[src/sdmac_params.svh]
/* FIFO sizing, host register offsets and the testbench wait limit */

`ifndef SDMAC_PARAMS_SVH
`define SDMAC_PARAMS_SVH

// FIFO geometry
`define FIFO_DEPTH 8       // Word entries
`define PTR_W 3            // Read/write pointer width
`define CNT_W 4            // Occupancy count, 0 to 8

// Host register map
`define ACR_OFFSET 8'h0C   // ACR, low bits give the start lane
`define FLUSH_OFFSET 8'h14 // Flush a partly filled word

// Bound for every wait loop in the testbench
`define WAIT_LIMIT 200

`endif
[src/sdmacPkg.sv]
/* Shared types: sequencer opcodes and states, bus and FIFO structs */

package sdmacPkg;

    // Commands from the register decoder to the byte sequencer
    typedef enum logic [1:0] {
        cmdSetOffset = 2'd0,  // Load start lane
        cmdFlush     = 2'd1   // Close a partial word
    } cmdOp_e;

    // Sequencer slot state
    typedef enum logic {
        stIdle,     // No lane written in the current slot
        stFilling   // At least one lane written
    } seqState_e;

    typedef struct packed {
        logic [7:0]  addr;  // Register offset
        logic [31:0] data;
    } regWrite_t;

    typedef struct packed {
        cmdOp_e     op;
        logic [1:0] offset; // Start lane for cmdSetOffset
    } seqCmd_t;

    typedef struct packed {
        logic [1:0] lane;   // 0 is bits 31:24
        logic [7:0] data;
        logic       commit; // Slot closes after this write
    } laneWrite_t;

    typedef struct packed {
        logic [31:0] data;
        logic [3:0]  byteEn; // Bit 3 is lane 0
    } hostWord_t;

endpackage

[src/sdmacTop.sv]
/* Inbound SCSI DMA data path: decoder, sequencer, FIFO and host port */

`timescale 1ns/10ps

module sdmacTop import sdmacPkg::*; (
    input  logic       ACR_WR,
    input  logic       nRST_FIFO,
    input  regWrite_t  regIn,
    input  logic       regValid,
    output logic       regReady,
    input  logic [7:0] byteIn,
    input  logic       byteValid,
    output logic       byteReady,
    output hostWord_t  hostOut,
    output logic       hostValid,
    input  logic       hostReady
);

    seqCmd_t    cmd;         // Decoder to sequencer
    logic       cmdValid;
    logic       cmdReady;
    laneWrite_t laneWr;      // Sequencer to FIFO
    logic       laneWrEn;
    logic       fifoFull;
    logic       fifoEmpty;
    hostWord_t  head;        // FIFO to host port
    logic       popEn;

    regDecode u_decode (
        .ACR_WR, .nRST_FIFO, .regIn, .regValid, .regReady,
        .cmd, .cmdValid, .cmdReady
    );

    byteSequencer u_seq (
        .ACR_WR, .nRST_FIFO, .byteIn, .byteValid, .byteReady,
        .cmd, .cmdValid, .cmdReady, .laneWr, .laneWrEn, .fifoFull
    );

    dataFifo u_fifo (
        .ACR_WR, .nRST_FIFO, .laneWr, .laneWrEn, .popEn,
        .head, .fifoFull, .fifoEmpty
    );

    hostWordPort u_host (
        .ACR_WR, .nRST_FIFO, .head, .fifoEmpty, .popEn,
        .hostOut, .hostValid, .hostReady
    );

endmodule

[src/hostWordPort.sv]
/* Host output register, holds the FIFO head toward the host */

`timescale 1ns/10ps

module hostWordPort import sdmacPkg::*; (
    input  logic      ACR_WR,
    input  logic      nRST_FIFO,
    input  hostWord_t head,
    input  logic      fifoEmpty,
    output logic      popEn,
    output hostWord_t hostOut,
    output logic      hostValid,
    input  logic      hostReady
);

    logic loadEn;

    // Refill when empty or drained this cycle
    assign loadEn = !fifoEmpty && (!hostValid || hostReady);
    assign popEn  = loadEn;  // Pop in step with the load

    always_ff @(posedge ACR_WR or negedge nRST_FIFO) begin
        if (!nRST_FIFO) begin
            hostValid <= 1'b0;
        end else if (loadEn) begin
            hostValid <= 1'b1;
        end else if (hostReady) begin
            hostValid <= 1'b0;  // Word taken, nothing behind it
        end
    end

    // Held while the host stalls
    always_ff @(posedge ACR_WR) begin
        if (loadEn) begin
            hostOut <= head;
        end
    end

endmodule

[src/dataFifo.sv]
/* Eight-entry word FIFO with byte-lane writes and per-entry lane masks */

`timescale 1ns/10ps
`include "sdmac_params.svh"

module dataFifo import sdmacPkg::*; (
    input  logic       ACR_WR,
    input  logic       nRST_FIFO,
    input  laneWrite_t laneWr,
    input  logic       laneWrEn,
    input  logic       popEn,
    output hostWord_t  head,
    output logic       fifoFull,
    output logic       fifoEmpty
);

    localparam logic [`CNT_W-1:0] CountFull = `FIFO_DEPTH;
    localparam logic [`CNT_W-1:0] CountLast = `FIFO_DEPTH - 1;

    logic [31:0]       wordMem  [`FIFO_DEPTH];
    logic [3:0]        laneMask [`FIFO_DEPTH];  // Bit 3 is lane 0
    logic [`PTR_W-1:0] wrPtr;
    logic [`PTR_W-1:0] rdPtr;
    logic [`PTR_W-1:0] wrNext;
    logic [`CNT_W-1:0] count;
    logic [1:0]        bytePos;   // Byte position in the word, 3 is bits 31:24
    logic              push;
    logic              nextHeld;  // Entry after wrPtr still holds a word

    assign bytePos  = 2'd3 - laneWr.lane;
    assign push     = laneWr.commit;
    assign wrNext   = wrPtr + 1'b1;
    assign nextHeld = (count == CountLast) && !popEn;

    // Byte lane strobes into the entry at the write pointer
    always_ff @(posedge ACR_WR) begin
        if (laneWrEn) begin
            wordMem[wrPtr][{bytePos, 3'b000} +: 8] <= laneWr.data;
        end
    end

    // Lane-valid masks
    always_ff @(posedge ACR_WR or negedge nRST_FIFO) begin
        if (!nRST_FIFO) begin
            for (int i = 0; i < `FIFO_DEPTH; i++) begin
                laneMask[i] <= 4'b0000;
            end
        end else begin
            if (laneWrEn) begin
                laneMask[wrPtr][bytePos] <= 1'b1;
            end
            // Fresh slot for the next word, unless it is still the head
            if (push && !nextHeld) begin
                laneMask[wrNext] <= 4'b0000;
            end
            // Head freed while full becomes the next write slot
            if (popEn && fifoFull) begin
                laneMask[rdPtr] <= 4'b0000;
            end
        end
    end

    // Pointers and occupancy
    always_ff @(posedge ACR_WR or negedge nRST_FIFO) begin
        if (!nRST_FIFO) begin
            wrPtr <= '0;
            rdPtr <= '0;
            count <= '0;
        end else begin
            if (push) begin
                wrPtr <= wrNext;
            end
            if (popEn) begin
                rdPtr <= rdPtr + 1'b1;
            end
            case ({push, popEn})
                2'b10:   count <= count + 1'b1;
                2'b01:   count <= count - 1'b1;
                default: count <= count;  // Idle, or push and pop together
            endcase
        end
    end

    // Head read, unwritten lanes forced to zero
    always_comb begin
        head.byteEn = laneMask[rdPtr];
        for (int b = 0; b < 4; b++) begin
            head.data[8*b +: 8] = laneMask[rdPtr][b] ? wordMem[rdPtr][8*b +: 8] : 8'h00;
        end
    end

    assign fifoFull  = (count == CountFull);
    assign fifoEmpty = (count == '0);

endmodule

[src/byteSequencer.sv]
/* Byte sequencer: byte pointer, lane steering, word commit on lane 3 or flush */

`timescale 1ns/10ps

module byteSequencer import sdmacPkg::*; (
    input  logic       ACR_WR,
    input  logic       nRST_FIFO,
    input  logic [7:0] byteIn,
    input  logic       byteValid,
    output logic       byteReady,
    input  seqCmd_t    cmd,
    input  logic       cmdValid,
    output logic       cmdReady,
    output laneWrite_t laneWr,
    output logic       laneWrEn,
    input  logic       fifoFull
);

    seqState_e  state;
    logic [1:0] bytePtr;     // Lane for the next byte
    logic [1:0] pendOffset;  // Offset held for the next slot
    logic       pendValid;
    logic       byteAcc;
    logic       flushAcc;
    logic       setAcc;
    logic       slotOpen;    // Slot has a lane written after this cycle
    logic       commitNow;

    assign byteReady = !fifoFull;
    assign byteAcc   = byteValid && byteReady;

    // Flush stalls only when a partial word cannot be pushed
    assign cmdReady = !(cmd.op == cmdFlush && fifoFull && state == stFilling);
    assign flushAcc = cmdValid && cmdReady && (cmd.op == cmdFlush);
    assign setAcc   = cmdValid && cmdReady && (cmd.op == cmdSetOffset);

    assign slotOpen  = (state == stFilling) || byteAcc;
    assign commitNow = (byteAcc && bytePtr == 2'd3) || (flushAcc && slotOpen);

    // Lane write toward the FIFO, same cycle as the byte handshake
    always_comb begin
        laneWr.lane   = bytePtr;
        laneWr.data   = byteIn;
        laneWr.commit = commitNow;  // Without byteAcc this is commit-only
    end
    assign laneWrEn = byteAcc;      // Byte strobe

    always_ff @(posedge ACR_WR or negedge nRST_FIFO) begin
        if (!nRST_FIFO) begin
            state      <= stIdle;
            bytePtr    <= 2'd0;
            pendOffset <= 2'd0;
            pendValid  <= 1'b0;
        end else if (commitNow) begin
            state     <= stIdle;
            pendValid <= 1'b0;
            // New slot starts at the latest requested offset, else lane 0
            bytePtr <= setAcc ? cmd.offset : (pendValid ? pendOffset : 2'd0);
        end else begin
            if (byteAcc) begin
                bytePtr <= bytePtr + 2'd1;
                state   <= stFilling;
            end
            if (setAcc && slotOpen) begin
                pendOffset <= cmd.offset;   // Deferred to next slot
                pendValid  <= 1'b1;
            end else if (setAcc) begin
                bytePtr <= cmd.offset;      // Idle, applies at once
            end
        end
    end

endmodule

[src/regDecode.sv]
/* Host register decoder, turns ACR and flush writes into sequencer commands */

`timescale 1ns/10ps
`include "sdmac_params.svh"

module regDecode import sdmacPkg::*; (
    input  logic      ACR_WR,
    input  logic      nRST_FIFO,
    input  regWrite_t regIn,
    input  logic      regValid,
    output logic      regReady,
    output seqCmd_t   cmd,
    output logic      cmdValid,
    input  logic      cmdReady
);

    logic regAcc;   // Write taken this cycle
    logic hitAcr;
    logic hitFlush;

    // Output slot is free, or it empties this cycle
    assign regReady = !cmdValid || cmdReady;
    assign regAcc   = regValid && regReady;

    assign hitAcr   = (regIn.addr == `ACR_OFFSET);
    assign hitFlush = (regIn.addr == `FLUSH_OFFSET);

    // Command valid flag
    always_ff @(posedge ACR_WR or negedge nRST_FIFO) begin
        if (!nRST_FIFO) begin
            cmdValid <= 1'b0;
        end else if (regAcc) begin
            cmdValid <= hitAcr || hitFlush; // Other offsets just consumed
        end else if (cmdReady) begin
            cmdValid <= 1'b0;               // Taken by the sequencer
        end
    end

    // Command payload
    always_ff @(posedge ACR_WR) begin
        if (regAcc && hitAcr) begin
            cmd.op     <= cmdSetOffset;
            cmd.offset <= regIn.data[1:0];  // Starting byte lane
        end else if (regAcc && hitFlush) begin
            cmd.op     <= cmdFlush;
            cmd.offset <= 2'd0;
        end
    end

endmodule

[config.mk]
export PLATFORM = sky130hd
export DESIGN_NAME = sdmacTop
export DESIGN_NICKNAME = d
export VERILOG_FILES = /design/src/sdmacPkg.sv /design/src/sdmacTop.sv /design/src/hostWordPort.sv /design/src/dataFifo.sv /design/src/byteSequencer.sv /design/src/regDecode.sv
export VERILOG_INCLUDE_DIRS = /design/src
export SDC_FILE = /design/constraint.sdc
export NUM_CORES = 1
export LEC_CHECK = 0
export ABC_AREA = 1
export BUFFER_PORTS_ARGS = -buffer_cell sky130_fd_sc_hd__buf_2
export CAP_MARGIN = 10
export CORE_ASPECT_RATIO = 0.5
export CORE_UTILIZATION = 49
export CTS_BUF_LIST = sky130_fd_sc_hd__clkbuf_4
export DETAILED_ROUTE_END_ITERATION = 10
export GPL_TIMING_DRIVEN = 1
export PLACE_DENSITY_LB_ADDON = 0.1
export SYNTH_ARGS = -nofsm -noshare
export SYNTH_HDL_FRONTEND = slang
export SYNTH_SLANG_ARGS = --single-unit
[constraint.sdc]
create_clock -name ACR_WR -period 5.3 [get_ports ACR_WR]
set_clock_uncertainty 0.2 [all_clocks]
set_input_delay 0.795 -clock ACR_WR [delete_from_list [all_inputs] [get_ports ACR_WR]]
set_output_delay 0.795 -clock ACR_WR [all_outputs]
set_load 0.03 [all_outputs]
* Word-level counts from Yosys, hierarchy flattened
Memories as Yosys holds them, arrays and structs flattened.
Cells that the tools add are included.
** Storage, ports and cells
- Register bits after elaboration :: 89
- Bits in latches :: 0
- Bits in writable memories :: 256
- Bits in read-only memories :: 0
- Input port bits :: 53
- Output and inout port bits :: 39
- Word-level logic and storage cells :: 132
- Memories :: 1
** Operators by class
- Add/subtract/negate cells :: 7
- $mul :: 0
- Div/mod/pow operators :: 0
- Magnitude comparators :: 8
- Equal/unequal tests :: 8
- Shift-type cells :: 2
- Muxes and demuxes :: 33
- Bitwise operators :: 9
- Reduce and logical (&&, ||, !) cells :: 40
** Memory list
- u_fifo.wordMem :: words 8, bits a word 32, rd ports 1, clocked after Yosys merged registers in 0, write ports 1, RTL line dataFifo.sv:20 : logic [31:0] wordMem [`FIFO_DEPTH];
** Operator list (number)
- $mux W32 :: 4
- $and A32 B32 Y32 :: 2
- $not A32 Y32 :: 2
- $demux W4 S3 :: 3
- $or A32 B32 Y32 :: 1
- $shift A8 B7 Y32 const A :: 1
- $shiftx A8 B7 Y32 :: 1
- $logic_and A1 B1 Y1 :: 20
- $mux W4 :: 5
- $mux W2 :: 8
- $bmux W4 S3 :: 1
- $ge A4 B4 Y1 const B :: 3
- $lt A4 B1 Y1 const B :: 3
- $not A3 Y4 :: 3
- $mux W1 :: 10
- $reduce_bool A2 Y1 :: 5
- $eq A8 B4 Y1 const B :: 1
- $eq A8 B5 Y1 const B :: 1
- $pmux W4 S2 :: 1
- $logic_not A1 Y1 :: 7
- $neg A5 Y7 :: 1
- $add A3 B1 Y3 const B :: 2
- $logic_or A1 B1 Y1 :: 5
- $add A4 B1 Y4 const B :: 1
- 15 further kinds :: 16

* Depth between registers and ports, before layout
- Depth after elaboration :: 13
- Gate-level depth with buffers :: 16
- Depth with buffers taken out :: 15

* By module
A second synthesis with hierarchy kept.
** Second synthesis, totals
- Cells, all modules :: 1513
- Area total of the unflattened synthesis :: 15532.4 um^2
** By module, submodules not included
- dataFifo :: times used 1, cells each 1354, area each 13564.3 um^2, seq. area each 8738.4 um^2
- hostWordPort :: times used 1, cells each 41, area each 1126.1 um^2, seq. area each 1106.1 um^2
- byteSequencer :: times used 1, cells each 79, area each 563.0 um^2, seq. area each 150.1 um^2
- regDecode :: times used 1, cells each 39, area each 279.0 um^2, seq. area each 105.1 um^2

* Worst setup path after synthesis
No wires, ideal clock.
- Kind :: in2reg
- Start point :: in hostReady
- End point :: reg u_fifo.count[2]
- Library setup time :: 83 ps
- Arrival time :: 2875 ps
- Setup slack :: 2143 ps
- Stages on the path :: 10
- Buffers on the path :: 0
- Path through :: inv_1 nand2_1 nand2_1 inv_1 ha_1 xor2_1 ha_1 a21oi_1 xor2_1 o21ai_0
** On the way
- Cells in the longest elaborated chain, start to end :: 4
- Elaborated cells on any way between the ends :: 6
- Those cells by class :: 2 x eq/ne; 1 x mux; 3 x reduce/logical
** Ends and longest elaborated chain
- from (decl) :: RTL line sdmacTop.sv:16 : input logic hostReady
- $logic_or A1 B1 Y1 (*) :: RTL line hostWordPort.sv:19 : assign loadEn = !fifoEmpty && (!hostValid || hostReady);
- $logic_and A1 B1 Y1 (*) :: RTL line hostWordPort.sv:19
- via popEn :: RTL line sdmacTop.sv:27 : logic popEn;
- $eq A2 B1 Y1 / $eq A2 B2 Y1 (equally long branches) :: RTL line dataFifo.sv:76 : case ({push, popEn})
- $pmux W4 S2 / $reduce_bool A2 Y1 (equally long branches)
- to (signal assigned) :: RTL line dataFifo.sv:77 : 2'b10: count <= count + 1'b1;
- to (signal assigned) :: RTL line dataFifo.sv:78 : 2'b01: count <= count - 1'b1;
- to (signal assigned) :: RTL line dataFifo.sv:79 : default: count <= count;
- to (decl) :: RTL line dataFifo.sv:25 : logic [`CNT_W-1:0] count;
Mark *: on every way through the listed nets, which the timed path passes. The rest lies on a longest branch.
A chain may end at the register's enable or synchronous reset.

==> metrics.md <==
| Metric | Value |
|---|---|
| Number of global-route vias before repair | `10510` |
| Routed vias/inst | `5.170` |
| Number of violations reported at the end of detailed-routing iteration 0 | `978` |
| P per Cell Area | `581.0 mW/mm2` |
| Peak supply drop | `0.3648 mV` |
| Multi-input logic area | `0.004474 mm2` |
| Area of the core region | `0.03052 mm2` |
| Min-Delay Path Class | `primary input to register` |
| Grt ovf | `0` |
| Sequential share of the synthesized area | `66.10%` |
| Max Cap Violations | `0` |
| Count of final max-slew check failures | `0` |
| Number of buffers inserted during clock tree synthesis | `78` |
| Nets | `1708` |
| Data required time at the worst endpoint | `5620 ps` |
| Critical path fanouts, max | `103` |
| Filler cell count | `2772` |
| Number of sinks driven by the clock tree | `345` |
| Fin cells | `2119` |
| Area overhead of the layout relative to synthesis | `10.59%` |
| Mean post-synth cell area | `9.800 um2` |
| Core Rows | `45` |
| Post-layout instance area | `0.01690 mm2` |
| CTS max path bufs | `3` |
| Initial core utilization | `50.07%` |
| Post-Synthesis Cell Area | `0.01528 mm2` |
| Worst-case headroom to the max-slew limit | `19.80%` |
| Die area | `0.03193 mm2` |
| Worst setup SP type | `register` |
| Detail Route Antenna Nets | `0` |
| Post-Route Setup TNS | `0 ps` |
| Die W | `251.7 um` |
| GP Congestion | `0.8324` |
| FF+latch count, synth | `345` |
| Wire length of the first global-routing pass | `57680 um` |
| Number of vias in the routed layout | `10960` |
| Final setup margin | `1820 ps` |
| DR DRC count | `0` |
| Data arrival time of the critical path | `3800 ps` |
| Number of top-level pins | `92` |
| Unrepaired setup endpoints after global routing | `false` |
| Type of destination of the critical path | `register` |
| Detailed Route WL | `37340 um` |
| Global router's overall resource usage | `24.10%` |
| Cell count after synthesis | `1559` |
| Post-placement cell count | `1984` |
| Leakage | `7.351 nW` |
| Area of placed instances | `0.01588 mm2` |
| Setup slack at placement | `1819 ps` |
| Commonest cells after routing, fill and taps aside | `663 x sky130_fd_sc_hd__nand2_1, 294 x sky130_fd_sc_hd__edfxtp_1, 122 x sky130_fd_sc_hd__clkbuf_4` |
| Clk_lat worst skew | `760 ps` |
| Most frequent standard cell in the layout excluding fill and tap cells | `sky130_fd_sc_hd__nand2_1` |
| Clock transition at the registers of the reported paths | `70 ps` |
| Yosys warns | `0` |
| Outcome | `complete, no violations` |
| Part of the cycle the worst path needs | `65.67%` |
| Crit Path Category | `register to register` |
| Master cell of the clock root buffer | `sky130_fd_sc_hd__clkbuf_4` |
| Floorplan die height | `126.9 um` |
| Achievable clock frequency | `0.2873 GHz` |
| Final setup vio count | `0` |
| Register cell area after layout | `0.01010 mm2` |
| Initial antenna violation count | `1` |
| Count of unique library cells instantiated by Yosys | `33` |
| Hold Violations, Final | `0` |
| Nets in the synthesized netlist | `1625` |
| Pre-Repair DR Iteration Count | `5` |
| Post-CTS setup repair buffer count | `0` |
| Worst-margin pin slew | `1194 ps` |
| TritonCTS clock tree | `done` |
| CTS H-tree depth | `3` |
| Mean routed wirelength per cell | `17.62 um` |
| Port-buffer cells | `61` |
| Final critical delay including setup and external delays | `3480 ps` |
| Post-detailed-placement half-perimeter wirelength | `21800 um` |
| Proportion of layout cells with a drive suffix above 1 | `13.87%` |
| Pin count of the biggest net entering global routing | `104` |
[worst paths after layout]
check | slack, ps | to | cells past startpoint | start
min in group asynchronous | 500 | u_fifo.rdPtr[1] | 3 | nRST_FIFO
max reg2reg | 1820 | u_host.hostOut[32] | 8 | u_fifo.rdPtr[0]
max | 1820 | u_host.hostOut[32] | 8 | u_fifo.rdPtr[0]
min | 160 | u_host.hostValid | 4 | hostReady
min reg2reg | 290 | u_seq.pendOffset[1] | 2 | u_seq.pendOffset[1]
max in group asynchronous | 3870 | u_fifo.rdPtr[0] | 3 | nRST_FIFO
[repair_timing]
item | 4_1_cts | 5_1_grt
resized for setup | 0 | 0
endpoints found under the setup margin | 0 | 0
hold endpoints to repair | 50 | 0
hold buffers | 1 | 0
[metal layers]
layer	vias to the layer above	global-route usage [%]	part of all wire (%)
met5	-	0	0
met4	0	8.967	2.1
met3	79	5.725	7.2
met2	374	36.71	45
met1	5198	33.79	45
li1	5304	-	-
[stage by stage]
step	util, %	hold WS, ps	power [W]
floorplan	-	242.5	0.006558
detailed placement	52.02	274.2	0.007679
finish	55.37	156.0	0.009817
global placement	52.02	260.0	0.007585
CTS	55.35	92.43	0.009858
global route	55.36	134.2	0.01046
[power breakdown]
group          total [W]  switching (W)  internal, W
registers        0.00393       0.000299      0.00363
logic            0.00371        0.00277     0.000939
clock network    0.00217        0.00104      0.00113
total            0.00982        0.00411      0.00571
[cell families after synthesis]
kind of cell	share of synthesized area [%]
AOI/OAI and AO/OA	4.791
xor gates and xnor gates	0.2866
adders and majority gates	1.065
buffers and inverters	4.611
DFF	66.10
and+or+nand+nor	23.14
[final cells by class]
| type | count | share of cell area (%) |
|---|---|---|
| Inverter | 106 | 2.377 |
| Multi-Input combinational cell | 1041 | 26.48 |
| Clock buffer | 122 | 5.421 |
| Clock inverter | 10 | 0.5332 |
| Antenna cell | 2 | 0.02962 |
| Timing Repair Buffer | 70 | 2.222 |
| Sequential cell | 345 | 59.80 |
| Tap cell | 423 | 3.132 |
[critical path, cell delays in order, from the launching register on]
cell and delay [ps]:
sky130_fd_sc_hd__dfrtp_4 820, sky130_fd_sc_hd__buf_4 980, sky130_fd_sc_hd__o21ai_0 220, sky130_fd_sc_hd__nand2_1 100
sky130_fd_sc_hd__nand2_1 80, sky130_fd_sc_hd__nand2_1 70, sky130_fd_sc_hd__nand2_1 380, sky130_fd_sc_hd__o21ai_1 300
sky130_fd_sc_hd__inv_1 60
[state kept, by name, indices dropped and copies added (netlist names)]
register,cells
u_decode.cmdValid,1
u_seq.state,1
u_fifo.laneMask,32
u_fifo.rdPtr,3
u_host.hostValid,1
u_fifo.wordMem,256
u_fifo.wrPtr,3
u_seq.bytePtr,2
u_host.hostOut,36
u_seq.pendValid,1
u_seq.pendOffset,2
u_fifo.count,4
u_decode.cmd,3
[synth_stat cells]
cell | instances | area (um2)
sky130_fd_sc_hd__nand2_1 | 663 | 2489
sky130_fd_sc_hd__edfxtp_1 | 294 | 8828
sky130_fd_sc_hd__nor2_1 | 121 | 454.2
sky130_fd_sc_hd__inv_1 | 90 | 337.8
sky130_fd_sc_hd__a21oi_1 | 69 | 345.3
sky130_fd_sc_hd__o21ai_1 | 51 | 255.2
sky130_fd_sc_hd__dfrtp_1 | 50 | 1251
sky130_fd_sc_hd__nand3_1 | 46 | 230.2
sky130_fd_sc_hd__buf_2 | 26 | 130.1
sky130_fd_sc_hd__clkbuf_1 | 25 | 93.84
sky130_fd_sc_hd__o21ai_0 | 19 | 95.09
sky130_fd_sc_hd__nand4_1 | 15 | 93.84
sky130_fd_sc_hd__inv_2 | 14 | 52.55
sky130_fd_sc_hd__ha_1 | 13 | 162.7
sky130_fd_sc_hd__buf_1 | 11 | 41.29
sky130_fd_sc_hd__nor3_1 | 10 | 50.05
sky130_fd_sc_hd__nor2_2 | 6 | 37.54
sky130_fd_sc_hd__buf_4 | 4 | 30.03
sky130_fd_sc_hd__nand2_4 | 4 | 45.04
sky130_fd_sc_hd__nor3_2 | 4 | 40.04
sky130_fd_sc_hd__o21bai_1 | 4 | 30.03
sky130_fd_sc_hd__xor2_1 | 4 | 35.03
sky130_fd_sc_hd__or2_2 | 3 | 18.77
sky130_fd_sc_hd__clkinv_1 | 2 | 7.510
sky130_fd_sc_hd__nand2_2 | 2 | 12.51
sky130_fd_sc_hd__nand3_2 | 2 | 20.02
sky130_fd_sc_hd__buf_6 | 1 | 11.26
sky130_fd_sc_hd__dfxtp_1 | 1 | 20.02
sky130_fd_sc_hd__nand3_4 | 1 | 17.52
sky130_fd_sc_hd__nor2_4 | 1 | 11.26
sky130_fd_sc_hd__nor3_4 | 1 | 16.27
sky130_fd_sc_hd__o22ai_1 | 1 | 6.260
sky130_fd_sc_hd__xnor2_1 | 1 | 8.760
Power figures use the tool's default switching activity.
